[src/mips_pkg.sv]
package mips_pkg;

    // basic word and register types
    typedef logic [31:0] word_t;
    typedef logic [4:0]  reg_addr_t;
    typedef logic [3:0]  rwen_t;

    // one instruction word, seen either as R-type or as I-type
    typedef union packed {
        struct packed {
            logic [5:0] opcode;
            reg_addr_t  rs;
            reg_addr_t  rt;
            reg_addr_t  rd;
            logic [4:0] shamt;
            logic [5:0] funct;
        } r;
        struct packed {
            logic [5:0]  opcode;
            reg_addr_t   rs;
            reg_addr_t   rt;
            logic [15:0] imm;
        } i;
    } instr_u;

    // major opcodes
    localparam logic [5:0] OP_SPECIAL = 6'h00;
    localparam logic [5:0] OP_BEQ     = 6'h04;
    localparam logic [5:0] OP_ADDIU   = 6'h09;
    localparam logic [5:0] OP_LUI     = 6'h0f;
    localparam logic [5:0] OP_LW      = 6'h23;
    localparam logic [5:0] OP_SW      = 6'h2b;

    // function field of SPECIAL
    localparam logic [5:0] FN_ADDU    = 6'h21;

    // boot vector, lives in kseg1
    localparam word_t RESET_PC = 32'hbfc0_0000;

endpackage

[src/handshake.sv]
`timescale 1ns/1ps

module handshake (
    input  logic clk,
    input  logic reset,
    input  logic cpu_req,
    output logic req,
    input  logic addr_ok,
    input  logic data_ok,
    output logic done
);
    localparam logic [1:0] S_IDLE = 2'd0;
    localparam logic [1:0] S_ADDR = 2'd1;
    localparam logic [1:0] S_DATA = 2'd2;

    logic [1:0] state;

    always_ff @(posedge clk) begin
        if (reset) begin
            state <= S_IDLE;
        end else begin
            case (state)
                S_IDLE: if (cpu_req) state <= S_ADDR;
                S_ADDR: if (addr_ok) state <= S_DATA;
                S_DATA: if (data_ok) state <= S_IDLE;
                default: state <= S_IDLE;
            endcase
        end
    end

    // request only while the address phase is open
    assign req  = (state == S_ADDR);
    assign done = (state == S_DATA) && data_ok;

    // the core keeps its request level until done
    a_cpu_req_held: assert property (@(posedge clk) disable iff (reset)
        cpu_req && !done |=> cpu_req);

    // responses only for the transaction in flight
    a_data_ok_in_phase: assert property (@(posedge clk) disable iff (reset)
        data_ok |-> state == S_DATA);

endmodule

[src/mips_core.sv]
`timescale 1ns/1ps

module mips_core import mips_pkg::*; (
    input  logic      clk,
    input  logic      reset,
    output logic      inst_en,
    output word_t     inst_vaddr,
    input  logic      inst_done,
    input  word_t     inst_rdata,
    output logic      data_en,
    output logic      data_wt,
    output word_t     data_vaddr,
    output word_t     data_wdata,
    input  logic      data_done,
    input  word_t     data_rdata,
    output logic      wb_valid,
    output word_t     wb_pc,
    output reg_addr_t wb_wnum,
    output word_t     wb_wdata
);
    localparam logic [1:0] S_FETCH = 2'd0;
    localparam logic [1:0] S_EXEC  = 2'd1;
    localparam logic [1:0] S_MEM   = 2'd2;
    localparam logic [1:0] S_WB    = 2'd3;

    logic [1:0] state;
    word_t      pc;
    word_t      npc;
    instr_u     ir;
    word_t      rf [32];

    word_t      rs_val;
    word_t      rt_val;
    word_t      simm;
    word_t      alu_res;
    word_t      res;
    reg_addr_t  wnum;
    reg_addr_t  wnum_q;
    logic       is_addu, is_addiu, is_lui, is_lw, is_sw, is_beq;

    // register reads, r0 is hardwired
    assign rs_val = (ir.i.rs == '0) ? '0 : rf[ir.i.rs];
    assign rt_val = (ir.i.rt == '0) ? '0 : rf[ir.i.rt];
    assign simm   = {{16{ir.i.imm[15]}}, ir.i.imm};

    // decode
    assign is_addu  = (ir.r.opcode == OP_SPECIAL) && (ir.r.funct == FN_ADDU);
    assign is_addiu = (ir.i.opcode == OP_ADDIU);
    assign is_lui   = (ir.i.opcode == OP_LUI);
    assign is_lw    = (ir.i.opcode == OP_LW);
    assign is_sw    = (ir.i.opcode == OP_SW);
    assign is_beq   = (ir.i.opcode == OP_BEQ);

    always_comb begin
        alu_res = '0;
        wnum    = '0;
        if (is_addu) begin
            alu_res = rs_val + rt_val;
            wnum    = ir.r.rd;
        end else if (is_addiu) begin
            alu_res = rs_val + simm;
            wnum    = ir.i.rt;
        end else if (is_lui) begin
            alu_res = {ir.i.imm, 16'h0000};
            wnum    = ir.i.rt;
        end else if (is_lw) begin
            // effective address now, load data replaces it later
            alu_res = rs_val + simm;
            wnum    = ir.i.rt;
        end else if (is_sw) begin
            alu_res = rs_val + simm;
        end
    end

    // control state
    always_ff @(posedge clk) begin
        if (reset) begin
            state <= S_FETCH;
            pc    <= RESET_PC;
        end else begin
            case (state)
                S_FETCH: if (inst_done) state <= S_EXEC;
                S_EXEC:  state <= (is_lw || is_sw) ? S_MEM : S_WB;
                S_MEM:   if (data_done) state <= S_WB;
                S_WB: begin
                    pc    <= npc;
                    state <= S_FETCH;
                end
                default: state <= S_FETCH;
            endcase
        end
    end

    // instruction word and per-instruction results
    always_ff @(posedge clk) begin
        if (state == S_FETCH && inst_done) begin
            ir <= inst_rdata;
        end
        if (state == S_EXEC) begin
            res    <= alu_res;
            wnum_q <= wnum;
            // no delay slot, target is relative to pc + 4
            if (is_beq && rs_val == rt_val) begin
                npc <= pc + 32'd4 + {simm[29:0], 2'b00};
            end else begin
                npc <= pc + 32'd4;
            end
        end
        if (state == S_MEM && data_done && is_lw) begin
            res <= data_rdata;
        end
    end

    always_ff @(posedge clk) begin
        if (reset) begin
            for (int i = 0; i < 32; i++) begin
                rf[i] <= '0;
            end
        end else if (state == S_WB && wnum_q != '0) begin
            rf[wnum_q] <= res;
        end
    end

    assign inst_en    = (state == S_FETCH);
    assign inst_vaddr = pc;

    // address sits in res for the whole memory phase
    assign data_en    = (state == S_MEM);
    assign data_wt    = is_sw;
    assign data_vaddr = res;
    assign data_wdata = rt_val;

    assign wb_valid = (state == S_WB);
    assign wb_pc    = pc;
    assign wb_wnum  = wnum_q;
    assign wb_wdata = res;

endmodule

[src/mycpu.sv]
`timescale 1ns/1ps

module mycpu import mips_pkg::*; #(
    parameter logic do_addr_translation = 1'b1
) (
    input  logic      clk,
    input  logic      reset,
    output logic      inst_req,
    output logic      inst_wr,
    output word_t     inst_addr,
    output word_t     inst_wdata,
    input  word_t     inst_rdata,
    input  logic      inst_addr_ok,
    input  logic      inst_data_ok,
    output logic      data_req,
    output logic      data_wr,
    output word_t     data_addr,
    output word_t     data_wdata,
    input  word_t     data_rdata,
    input  logic      data_addr_ok,
    input  logic      data_data_ok,
    output word_t     debug_wb_pc,
    output rwen_t     debug_wb_rf_wen,
    output reg_addr_t debug_wb_rf_wnum,
    output word_t     debug_wb_rf_wdata
);
    logic      inst_en, inst_done;
    logic      data_en, data_wt, data_done;
    word_t     inst_vaddr, data_vaddr;
    logic      wb_valid;
    word_t     wb_pc;
    reg_addr_t wb_wnum;
    word_t     wb_wdata;

    // kseg0 and kseg1 fold onto the low 512MB
    function automatic word_t translate(input word_t va);
        word_t pa;
        pa = va;
        case (va[31:28])
            4'h8, 4'ha: pa[31:28] = 4'h0;
            4'h9, 4'hb: pa[31:28] = 4'h1;
            default: ;
        endcase
        return pa;
    endfunction

    mips_core u_mips_core (
        .clk, .reset,
        .inst_en, .inst_vaddr, .inst_done, .inst_rdata,
        .data_en, .data_wt, .data_vaddr, .data_wdata, .data_done, .data_rdata,
        .wb_valid, .wb_pc, .wb_wnum, .wb_wdata
    );

    handshake i_handshake (
        .clk, .reset, .cpu_req(inst_en), .req(inst_req),
        .addr_ok(inst_addr_ok), .data_ok(inst_data_ok), .done(inst_done)
    );

    handshake d_handshake (
        .clk, .reset, .cpu_req(data_en), .req(data_req),
        .addr_ok(data_addr_ok), .data_ok(data_data_ok), .done(data_done)
    );

    // instruction side never writes
    assign inst_wr    = 1'b0;
    assign inst_wdata = '0;
    assign data_wr    = data_wt;

    if (do_addr_translation) begin : g_xlat
        assign inst_addr = translate(inst_vaddr);
        assign data_addr = translate(data_vaddr);
    end else begin : g_pass
        assign inst_addr = inst_vaddr;
        assign data_addr = data_vaddr;
    end

    // pc reads zero between retires
    assign debug_wb_pc       = wb_valid ? wb_pc : '0;
    assign debug_wb_rf_wen   = {4{wb_valid && wb_wnum != '0}};
    assign debug_wb_rf_wnum  = wb_wnum;
    assign debug_wb_rf_wdata = wb_wdata;

endmodule

[src/sram_arbiter.sv]
`timescale 1ns/1ps

module sram_arbiter import mips_pkg::*; #(
    parameter logic first_grant = 1'b0
) (
    input  logic  clk,
    input  logic  reset,
    input  logic  inst_req,
    input  logic  inst_wr,
    input  word_t inst_addr,
    input  word_t inst_wdata,
    output word_t inst_rdata,
    output logic  inst_addr_ok,
    output logic  inst_data_ok,
    input  logic  data_req,
    input  logic  data_wr,
    input  word_t data_addr,
    input  word_t data_wdata,
    output word_t data_rdata,
    output logic  data_addr_ok,
    output logic  data_data_ok,
    output logic  mem_req,
    output logic  mem_wr,
    output word_t mem_addr,
    output word_t mem_wdata,
    input  word_t mem_rdata,
    input  logic  mem_addr_ok,
    input  logic  mem_data_ok
);
    // port encoding is 0 for inst, 1 for data
    logic busy, owner, last_win;
    logic sel, cur, accept;

    assign sel    = (inst_req && data_req) ? ~last_win : data_req;
    assign cur    = busy ? owner : sel;
    assign accept = mem_req && mem_addr_ok;

    assign mem_req   = !busy && (inst_req || data_req);
    assign mem_wr    = cur ? data_wr    : inst_wr;
    assign mem_addr  = cur ? data_addr  : inst_addr;
    assign mem_wdata = cur ? data_wdata : inst_wdata;

    // losers see no addr_ok and keep holding req
    assign inst_addr_ok = accept && !sel;
    assign data_addr_ok = accept && sel;
    assign inst_data_ok = busy && !owner && mem_data_ok;
    assign data_data_ok = busy && owner && mem_data_ok;
    assign inst_rdata   = mem_rdata;
    assign data_rdata   = mem_rdata;

    always_ff @(posedge clk) begin
        if (reset) begin
            busy     <= 1'b0;
            owner    <= 1'b0;
            last_win <= ~first_grant;
        end else if (accept) begin
            busy     <= 1'b1;
            owner    <= sel;
            last_win <= sel;
        end else if (busy && mem_data_ok) begin
            busy <= 1'b0;
        end
    end

    // a waiting port keeps its request and address until accepted
    a_inst_held: assert property (@(posedge clk) disable iff (reset)
        inst_req && !inst_addr_ok |=> inst_req && $stable(inst_addr));

    a_data_held: assert property (@(posedge clk) disable iff (reset)
        data_req && !data_addr_ok |=> data_req && $stable(data_addr));

    a_no_stray_resp: assert property (@(posedge clk) disable iff (reset)
        mem_data_ok |-> busy);

endmodule

[src/soc_top.sv]
`timescale 1ns/1ps

module soc_top import mips_pkg::*; #(
    parameter logic do_addr_translation = 1'b1,
    parameter logic first_grant         = 1'b0
) (
    input  logic      clk,
    input  logic      reset,
    output logic      mem_req,
    output logic      mem_wr,
    output word_t     mem_addr,
    output word_t     mem_wdata,
    input  word_t     mem_rdata,
    input  logic      mem_addr_ok,
    input  logic      mem_data_ok,
    output word_t     debug_wb_pc,
    output rwen_t     debug_wb_rf_wen,
    output reg_addr_t debug_wb_rf_wnum,
    output word_t     debug_wb_rf_wdata
);
    // cpu side of the arbiter
    logic  inst_req, inst_wr, inst_addr_ok, inst_data_ok;
    logic  data_req, data_wr, data_addr_ok, data_data_ok;
    word_t inst_addr, inst_wdata, inst_rdata;
    word_t data_addr, data_wdata, data_rdata;

    mycpu #(
        .do_addr_translation(do_addr_translation)
    ) u_mycpu (
        .clk, .reset,
        .inst_req, .inst_wr, .inst_addr, .inst_wdata, .inst_rdata,
        .inst_addr_ok, .inst_data_ok,
        .data_req, .data_wr, .data_addr, .data_wdata, .data_rdata,
        .data_addr_ok, .data_data_ok,
        .debug_wb_pc, .debug_wb_rf_wen, .debug_wb_rf_wnum, .debug_wb_rf_wdata
    );

    sram_arbiter #(
        .first_grant(first_grant)
    ) u_sram_arbiter (
        .clk, .reset,
        .inst_req, .inst_wr, .inst_addr, .inst_wdata, .inst_rdata,
        .inst_addr_ok, .inst_data_ok,
        .data_req, .data_wr, .data_addr, .data_wdata, .data_rdata,
        .data_addr_ok, .data_data_ok,
        .mem_req, .mem_wr, .mem_addr, .mem_wdata, .mem_rdata,
        .mem_addr_ok, .mem_data_ok
    );

endmodule

[config.mk]
export PLATFORM = sky130hd
export DESIGN_NAME = soc_top
export DESIGN_NICKNAME = d
export VERILOG_FILES = /design/src/mips_pkg.sv /design/src/handshake.sv /design/src/mips_core.sv /design/src/mycpu.sv /design/src/sram_arbiter.sv /design/src/soc_top.sv
export SDC_FILE = /design/constraint.sdc
export NUM_CORES = 2
export LEC_CHECK = 0
export BUFFER_PORTS_ARGS = -buffer_cell sky130_fd_sc_hd__buf_2
export CAP_MARGIN = 0
export CORE_UTILIZATION = 67
export CTS_BUF_LIST = sky130_fd_sc_hd__clkbuf_8
export CTS_CLUSTER_SIZE = 30
export DETAILED_ROUTE_END_ITERATION = 16
export GPL_TIMING_DRIVEN = 0
export PLACE_DENSITY = 0.85
export SYNTH_ARGS = -nofsm -noshare
export SYNTH_HDL_FRONTEND = slang
export SYNTH_SLANG_ARGS = --single-unit
[constraint.sdc]
create_clock -name clk -period 12.05 [get_ports clk]
set_input_delay 0.6025 -clock clk [delete_from_list [all_inputs] [get_ports clk]]
set_output_delay 0.6025 -clock clk [all_outputs]
set_load 0.03 [all_outputs]
Word-level counts from Yosys, hierarchy flattened. Memory sizes are Yosys's and may differ from the RTL's. A register that Yosys moved wholly into a read port is not among the register bits. Cells that the tools add are included. Widths: inputs -> output; s select.

Memories kept: 1. Logic and storage cells: 133. Bits of input ports: 36. Output and inout bits: 139. Flip-flop bits (word level): 142. Bits in read-only memories: 0. Bits in latches: 0. Memory bits (writable): 1024.

Shifts and indexed selects: 0. Add/sub/neg operators: 4. Equal/unequal tests: 30. $mul: 0. Reductions and logical operators: 40. Multiplexer cells: 46. $lt $le $gt $ge: 0. Bitwise operators: 1. Div/mod/pow operators: 0.

Memory list: u_mycpu.u_mips_core.rf (depth 32, bits a word 32, read ports 2, clocked after Yosys merged registers in 2, write ports 32, RTL line mips_core.sv:30) `word_t rf [32];`.

Operators by type and width (count): $mux 32 (14); $add 32x32->32 (3); $mux 5 (7); $add 32x3->32 const B (1); $eq 32x32->1 (1); $eq 4x4->1 const B (8); $reduce_or 32->1 (1); $eq 6x6->1 const B (3); $logic_and 1x1->1 (18); $mux 2 (8); $pmux 4 s2 (2); $eq 6x4->1 const B (2); $mux 1 (12); $ne 2x2->1 const B (6); $pmux 2 s3 (2); $logic_not 5->1 (2); $eq 2x2->1 const B (4); $pmux 2 s4 (1); $reduce_or 2->1 (4); $eq 2x1->1 const B (3); $eq 6x3->1 const B (1); $logic_not 2->1 (3); $logic_not 6->1 (1); $reduce_and 3->1 (2); 7 further kinds (12).

Longest topological paths before layout.
Depth in word-level cells: 10. Depth in mapped cells: 28. Depth with buffers taken out: 20.

By module. A second synthesis with hierarchy kept.

Cells, all modules: 4813. Area total of the unflattened synthesis: 68164.1 µm².

Modules (own cells, without submodules): mips_core (area each 65730.5 µm², seq. area each 34663.2 µm², times used 1, cells an instance 4549); sram_arbiter (area each 1692.9 µm², seq. area each 60.1 µm², times used 1, cells an instance 158); mycpu (area each 550.5 µm², seq. area each 0.0 µm², times used 1, cells an instance 84); handshake (area each 95.1 µm², seq. area each 40.0 µm², times used 2, cells an instance 11).

Worst setup path before layout. No wires, ideal clock.

Path kind: reg-to-reg. Start: reg (tool-made name). End: reg u_mycpu.u_mips_core.res[31], in the netlist u_mycpu.u_mips_core.data_vaddr[31], data pin. Arrival: 6.194 ns. Stages on the path, launching flop included: 28. Setup time: 0.254 ns. Path buffers: 9. Data required time: 11.796 ns. Clock period less this slack: 6.448 ns. Path slack: 5.602 ns. Cells stage by stage: dfxtp_1 buf_4 buf_6 buf_4 buf_4 buf_4 buf_2 buf_2 buf_4 buf_1 mux4_2 mux4_2 nand2_1 a21oi_1 ha_1 a21o_1 a21o_1 a21o_1 a21o_1 a221oi_2 nand2b_1 a21boi_1 a31o_1 a2111oi_0 o21ai_1 mux2i_1 o211ai_1 o21a_1.

RTL lines: end signal, assigned (RTL line mips_core.sv:100) `res <= alu_res;`; end signal, assigned (RTL line mips_core.sv:110) `res <= data_rdata;`; end, declared (RTL line mips_core.sv:36) `word_t res;`.

==> load_flow_metrics.sql <==
INSERT INTO impl_metrics (metric_group, metric, value, unit) VALUES
('power', 'total_switching_power', '2.274', 'mW'),
('sta', 'post-route-period-util', '94.16', '%'),
('sta', 'worst_slew_margin_rel', '-2.681', '%'),
('place', 'routabilityCongestion', '1.067', ''),
('synth', 'yosys.area.top_type', 'sky130_fd_sc_hd__edfxtp_1', ''),
('sta', 'final_report_setup_violation_count', '0', ''),
('die', 'row_count', '115', ''),
('worst_setup_path', 'worst_setup_path_end_kind', 'flip-flop', ''),
('clock_tree', 'clk-insertion-delay-late', '0.96', 'ns'),
('sta', 'slew_viol_final', '22', ''),
('power', 'power.density', '118.1', 'nW/um^2'),
('die', 'dieHeight', '316.8', 'um'),
('global_route', 'grt_pass1_vias', '48093', ''),
('sta', 'timing.clock.skew', '0.05500', 'ns'),
('clock_tree', 'clkSinkCount', '1176', ''),
('synth', 'yosys_register_bits', '1176', ''),
('synth', 'post_synth_inst_count', '4799', ''),
('die', 'floorplan.initialDensity', '67.54', '%'),
('die', 'io_pins', '175', ''),
('synth', 'synth_area_leaders', 'sky130_fd_sc_hd__edfxtp_1, sky130_fd_sc_hd__mux4_2, sky130_fd_sc_hd__and2_1', ''),
('finish', 'highest_count_cells_in_the_layout_ignoring_fill_and_taps', 'sky130_fd_sc_hd__edfxtp_1, sky130_fd_sc_hd__and2_1, sky130_fd_sc_hd__mux4_2, sky130_fd_sc_hd__clkbuf_1, sky130_fd_sc_hd__nand2_1', ''),
('clock_tree', 'htree_num_levels', '4', ''),
('power', 'clock_power_share', '38.2', '%'),
('route', 'drc_violations_left', '0', ''),
('die', 'die_ar', '100300', 'um^2'),
('global_route', 'grt_antenna_before_repair', '17', ''),
('global_route', 'grtUsageTotal', '50.61', '%'),
('finish', 'final_layout_size_suffix_gt1_share', '21.74', '%'),
('route', 'wl', '251300', 'um'),
('run_status', 'result_of_the_run', 'finished with violations', ''),
('worst_setup_path', 'crit_required', '12.72', 'ns'),
('clock_tree', 'buffer_levels_on_the_longest_clock_path', '3', ''),
('finish', 'num-nets-final', '5396', ''),
('route', 'viasPerCell', '7.496', ''),
('worst_setup_path', 'rrSetupSlack', '0.70', 'ns'),
('job', 'maxCapViolations', '3', ''),
('synth', 'mappedNetlistArea', '66380', 'um^2'),
('clock_tree', 'cts_root_buffer', 'sky130_fd_sc_hd__clkbuf_8', ''),
('run_status', 'failing_checks', 'capacitance limit, slew limit', ''),
('power', 'power.share.switching', '25.92', '%'),
('clock_tree', 'cts-hold-fix-buffers', '32', ''),
('place', 'detailedPlacementHpwl', '184400', 'um'),
('synth', 'ys_async_sr_fraction', '0', '%'),
('clock_tree', 'cts_resized', '0', ''),
('finish', 'areaGrowthSynthToFinish', '11.95', '%'),
('synth', 'yosys_warn_count', '0', ''),
('die', 'coreArea', '98280', 'um^2'),
('sta', 'finalWorstPathRequiredPeriod', '11.35', 'ns'),
('power', 'power_share_of_the_combinational_group', '7.9', '%'),
('sta', 'final_hold_fails', '0', ''),
('worst_setup_path', 'critical_path_class', 'flip-flop to flip-flop', ''),
('power', 'power_leakage', '27.51', 'nW'),
('route', 'drt_pass1_iterations', '8', ''),
('global_route', 'grt_start_max_net_pins', '33', ''),
('route', 'vias', '50329', ''),
('power', 'worst_ir_drop_vdd', '0.1180', 'mV'),
('sta', 'worst_slew_pin_slew', '1.540', 'ns'),
('synth', 'synth_seq_area_share', '52.43', '%'),
('sta', 'grt_setup_unrepaired', 'no', ''),
('synth', 'synth_edf_count', '1125', ''),
('worst_setup_path', 'cp_max_fo', '10', ''),
('sta', 'fin_setup_tns', '0', 'ns'),
('route', 'routed_wire_length_per_instance', '37.43', 'um'),
('finish', 'mostFrequentLayoutCell', 'sky130_fd_sc_hd__edfxtp_1', ''),
('worst_setup_path', 'critPathArrivalTime', '12.02', 'ns'),
('clock_tree', 'cts_tree', 'yes', ''),
('power', 'cell_internal_pwr', '6.499', 'mW'),
('synth', 'synth_cell_type_count', '85', ''),
('synth', 'synthDominantCellAreaShare', '50.89', '%'),
('global_route', 'wire_length_of_the_first_global_routing_pass', '344600', 'um'),
('clock_tree', 'clk_pin_slew_worst_paths', '0.06', 'ns');
## through the flow
step | hold WS, ns | worst slack (ns) | area, um^2 | instances | util, %
2_1_floorplan | 0.4045 | 5.602 | 66500 | 4830 | -
3_3_place_gp | 0.4182 | 1.975 | 68970 | 6290 | 70.18
3_5_place_dp | 0.4291 | 1.889 | 70450 | 6336 | 71.68
4_1_cts | 0.002359 | 1.826 | 74260 | 6704 | 75.56
5_1_grt | 0.02340 | 0.8586 | 74300 | 6707 | 75.60
6_report | 0.007969 | 0.7039 | 74310 | 6714 | 75.62
## critical path, cell delays in order, from the launching register on
cell                       delay, ns
sky130_fd_sc_hd__dfxtp_1        0.30
sky130_fd_sc_hd__buf_2          0.35
sky130_fd_sc_hd__buf_2          0.37
sky130_fd_sc_hd__clkbuf_1       0.75
sky130_fd_sc_hd__buf_2          0.43
sky130_fd_sc_hd__clkbuf_1       0.50
sky130_fd_sc_hd__buf_2          0.43
sky130_fd_sc_hd__clkbuf_1       1.16
sky130_fd_sc_hd__clkbuf_1       1.03
sky130_fd_sc_hd__mux4_2         0.44
sky130_fd_sc_hd__mux4_2         0.61
sky130_fd_sc_hd__nand2_1        0.12
sky130_fd_sc_hd__a21oi_1        0.21
sky130_fd_sc_hd__ha_1           0.59
sky130_fd_sc_hd__nor4_1         0.98
sky130_fd_sc_hd__nand3_1        0.16
sky130_fd_sc_hd__nor3_1         0.22
sky130_fd_sc_hd__nand4_1        0.19
sky130_fd_sc_hd__nor4_2         1.13
sky130_fd_sc_hd__clkbuf_1       0.70
sky130_fd_sc_hd__nand3_1        0.16
sky130_fd_sc_hd__o21ai_1        0.12
sky130_fd_sc_hd__nor2_1         0.07
## per-layer routing
metal / global-route usage, % / part of all wire (%) / vias up
met5: 0.8996 / 0.082 / -
met3: 23.64 / 18 / 1340
met4: 35.92 / 8.9 / 18
met2: 70.07 / 42 / 5544
li1: - / - / 19104
met1: 62.91 / 31 / 24323
## final timing paths
check                                             startpoint                           end  depth (start not counted)
worst max register to register                     flip-flop   u_mycpu.u_mips_core.npc[28]                         22
worst min-delay path                             mem_data_ok           u_sram_arbiter.busy                          3
worst max-delay path                               flip-flop   u_mycpu.u_mips_core.npc[28]                         22
worst min register to register  u_mycpu.i_handshake.state[1]  u_mycpu.i_handshake.state[0]                          1
## layout make-up
| class | instances | area (um^2) |
|---|---|---|
| Sequential cell | 1176 | 34800 |
| Multi-Input combinational cell | 3176 | 30150 |
| Fill cell | 6004 | 23960 |
| Clock buffer | 200 | 2753 |
| Timing Repair Buffer | 252 | 2317 |
| Buffer | 434 | 1752 |
| Tap cell | 1287 | 1610 |
| Clock inverter | 136 | 737.0 |
| Inverter | 44 | 165.2 |
| Antenna cell | 9 | 22.52 |
## cells in the mapped netlist (all sizes together), types with 5 or more instances
master  count
inv        42
nand2b     50
a22oi      21
a31oi      21
a21o       42
nor3b       6
or4         5
or2         8
mux4      611
nor2b      21
dfxtp      51
nand3      46
nor4       11
nor3       28
nor2      173
o21ai      81
nand3b      8
maj3        7
xnor2      78
o21bai     16
a221oi      7
clkbuf    346
mux2        9
a21oi     165
buf        88
mux2i      82
xor2       39
o22ai      10
edfxtp   1125
o211ai      8
or3         5
and3       17
a31o        9
a211oi     10
o31ai       9
ha         86
nand4      13
nand2     311
and2     1060
o21a        9
## sequential cells by signal, indices dropped and copies added, names as in the netlist, named ones only
name	cells
u_mycpu.u_mips_core.state	2
u_sram_arbiter.busy	1
u_mycpu.u_mips_core.npc	32
u_mycpu.u_mips_core.data_vaddr	32
u_mycpu.i_handshake.state	2
u_sram_arbiter.owner	1
u_mycpu.u_mips_core.inst_vaddr	32
u_mycpu.d_handshake.state	2
u_mycpu.u_mips_core.ir	32
u_mycpu.u_mips_core.wb_wnum	5
u_sram_arbiter.last_win	1
u_mycpu.u_mips_core.rf	1024
## power by group through the flow
stage / combinational [mW] / clock, mW / sequential (mW)
floorplan: 0.339 / 0 / 4.78
global placement: 0.577 / 0 / 4.82
detailed placement: 0.645 / 0 / 4.80
CTS: 0.657 / 3.28 / 4.72
global route: 0.694 / 3.44 / 4.73
finish: 0.691 / 3.35 / 4.73
## cells by family (layout without fill, tap and decap cells)
logic type / count (synthesis) / after routing / share of synthesized area [%]
XOR/XNOR: 117 / 117 / 1.555
other: 1 / 41 / 0.005649
multiplexers: 702 / 702 / 22.12
buffers and inverters: 478 / 1066 / 2.863
AND/OR/NAND/NOR: 1771 / 1771 / 14.81
flip-flops: 1176 / 1176 / 52.43
AO/OA/AOI/OAI: 458 / 458 / 4.396
adder cells (fa/ha/maj): 96 / 96 / 1.821
No activity file was read; power rests on OpenSTA's default activity.
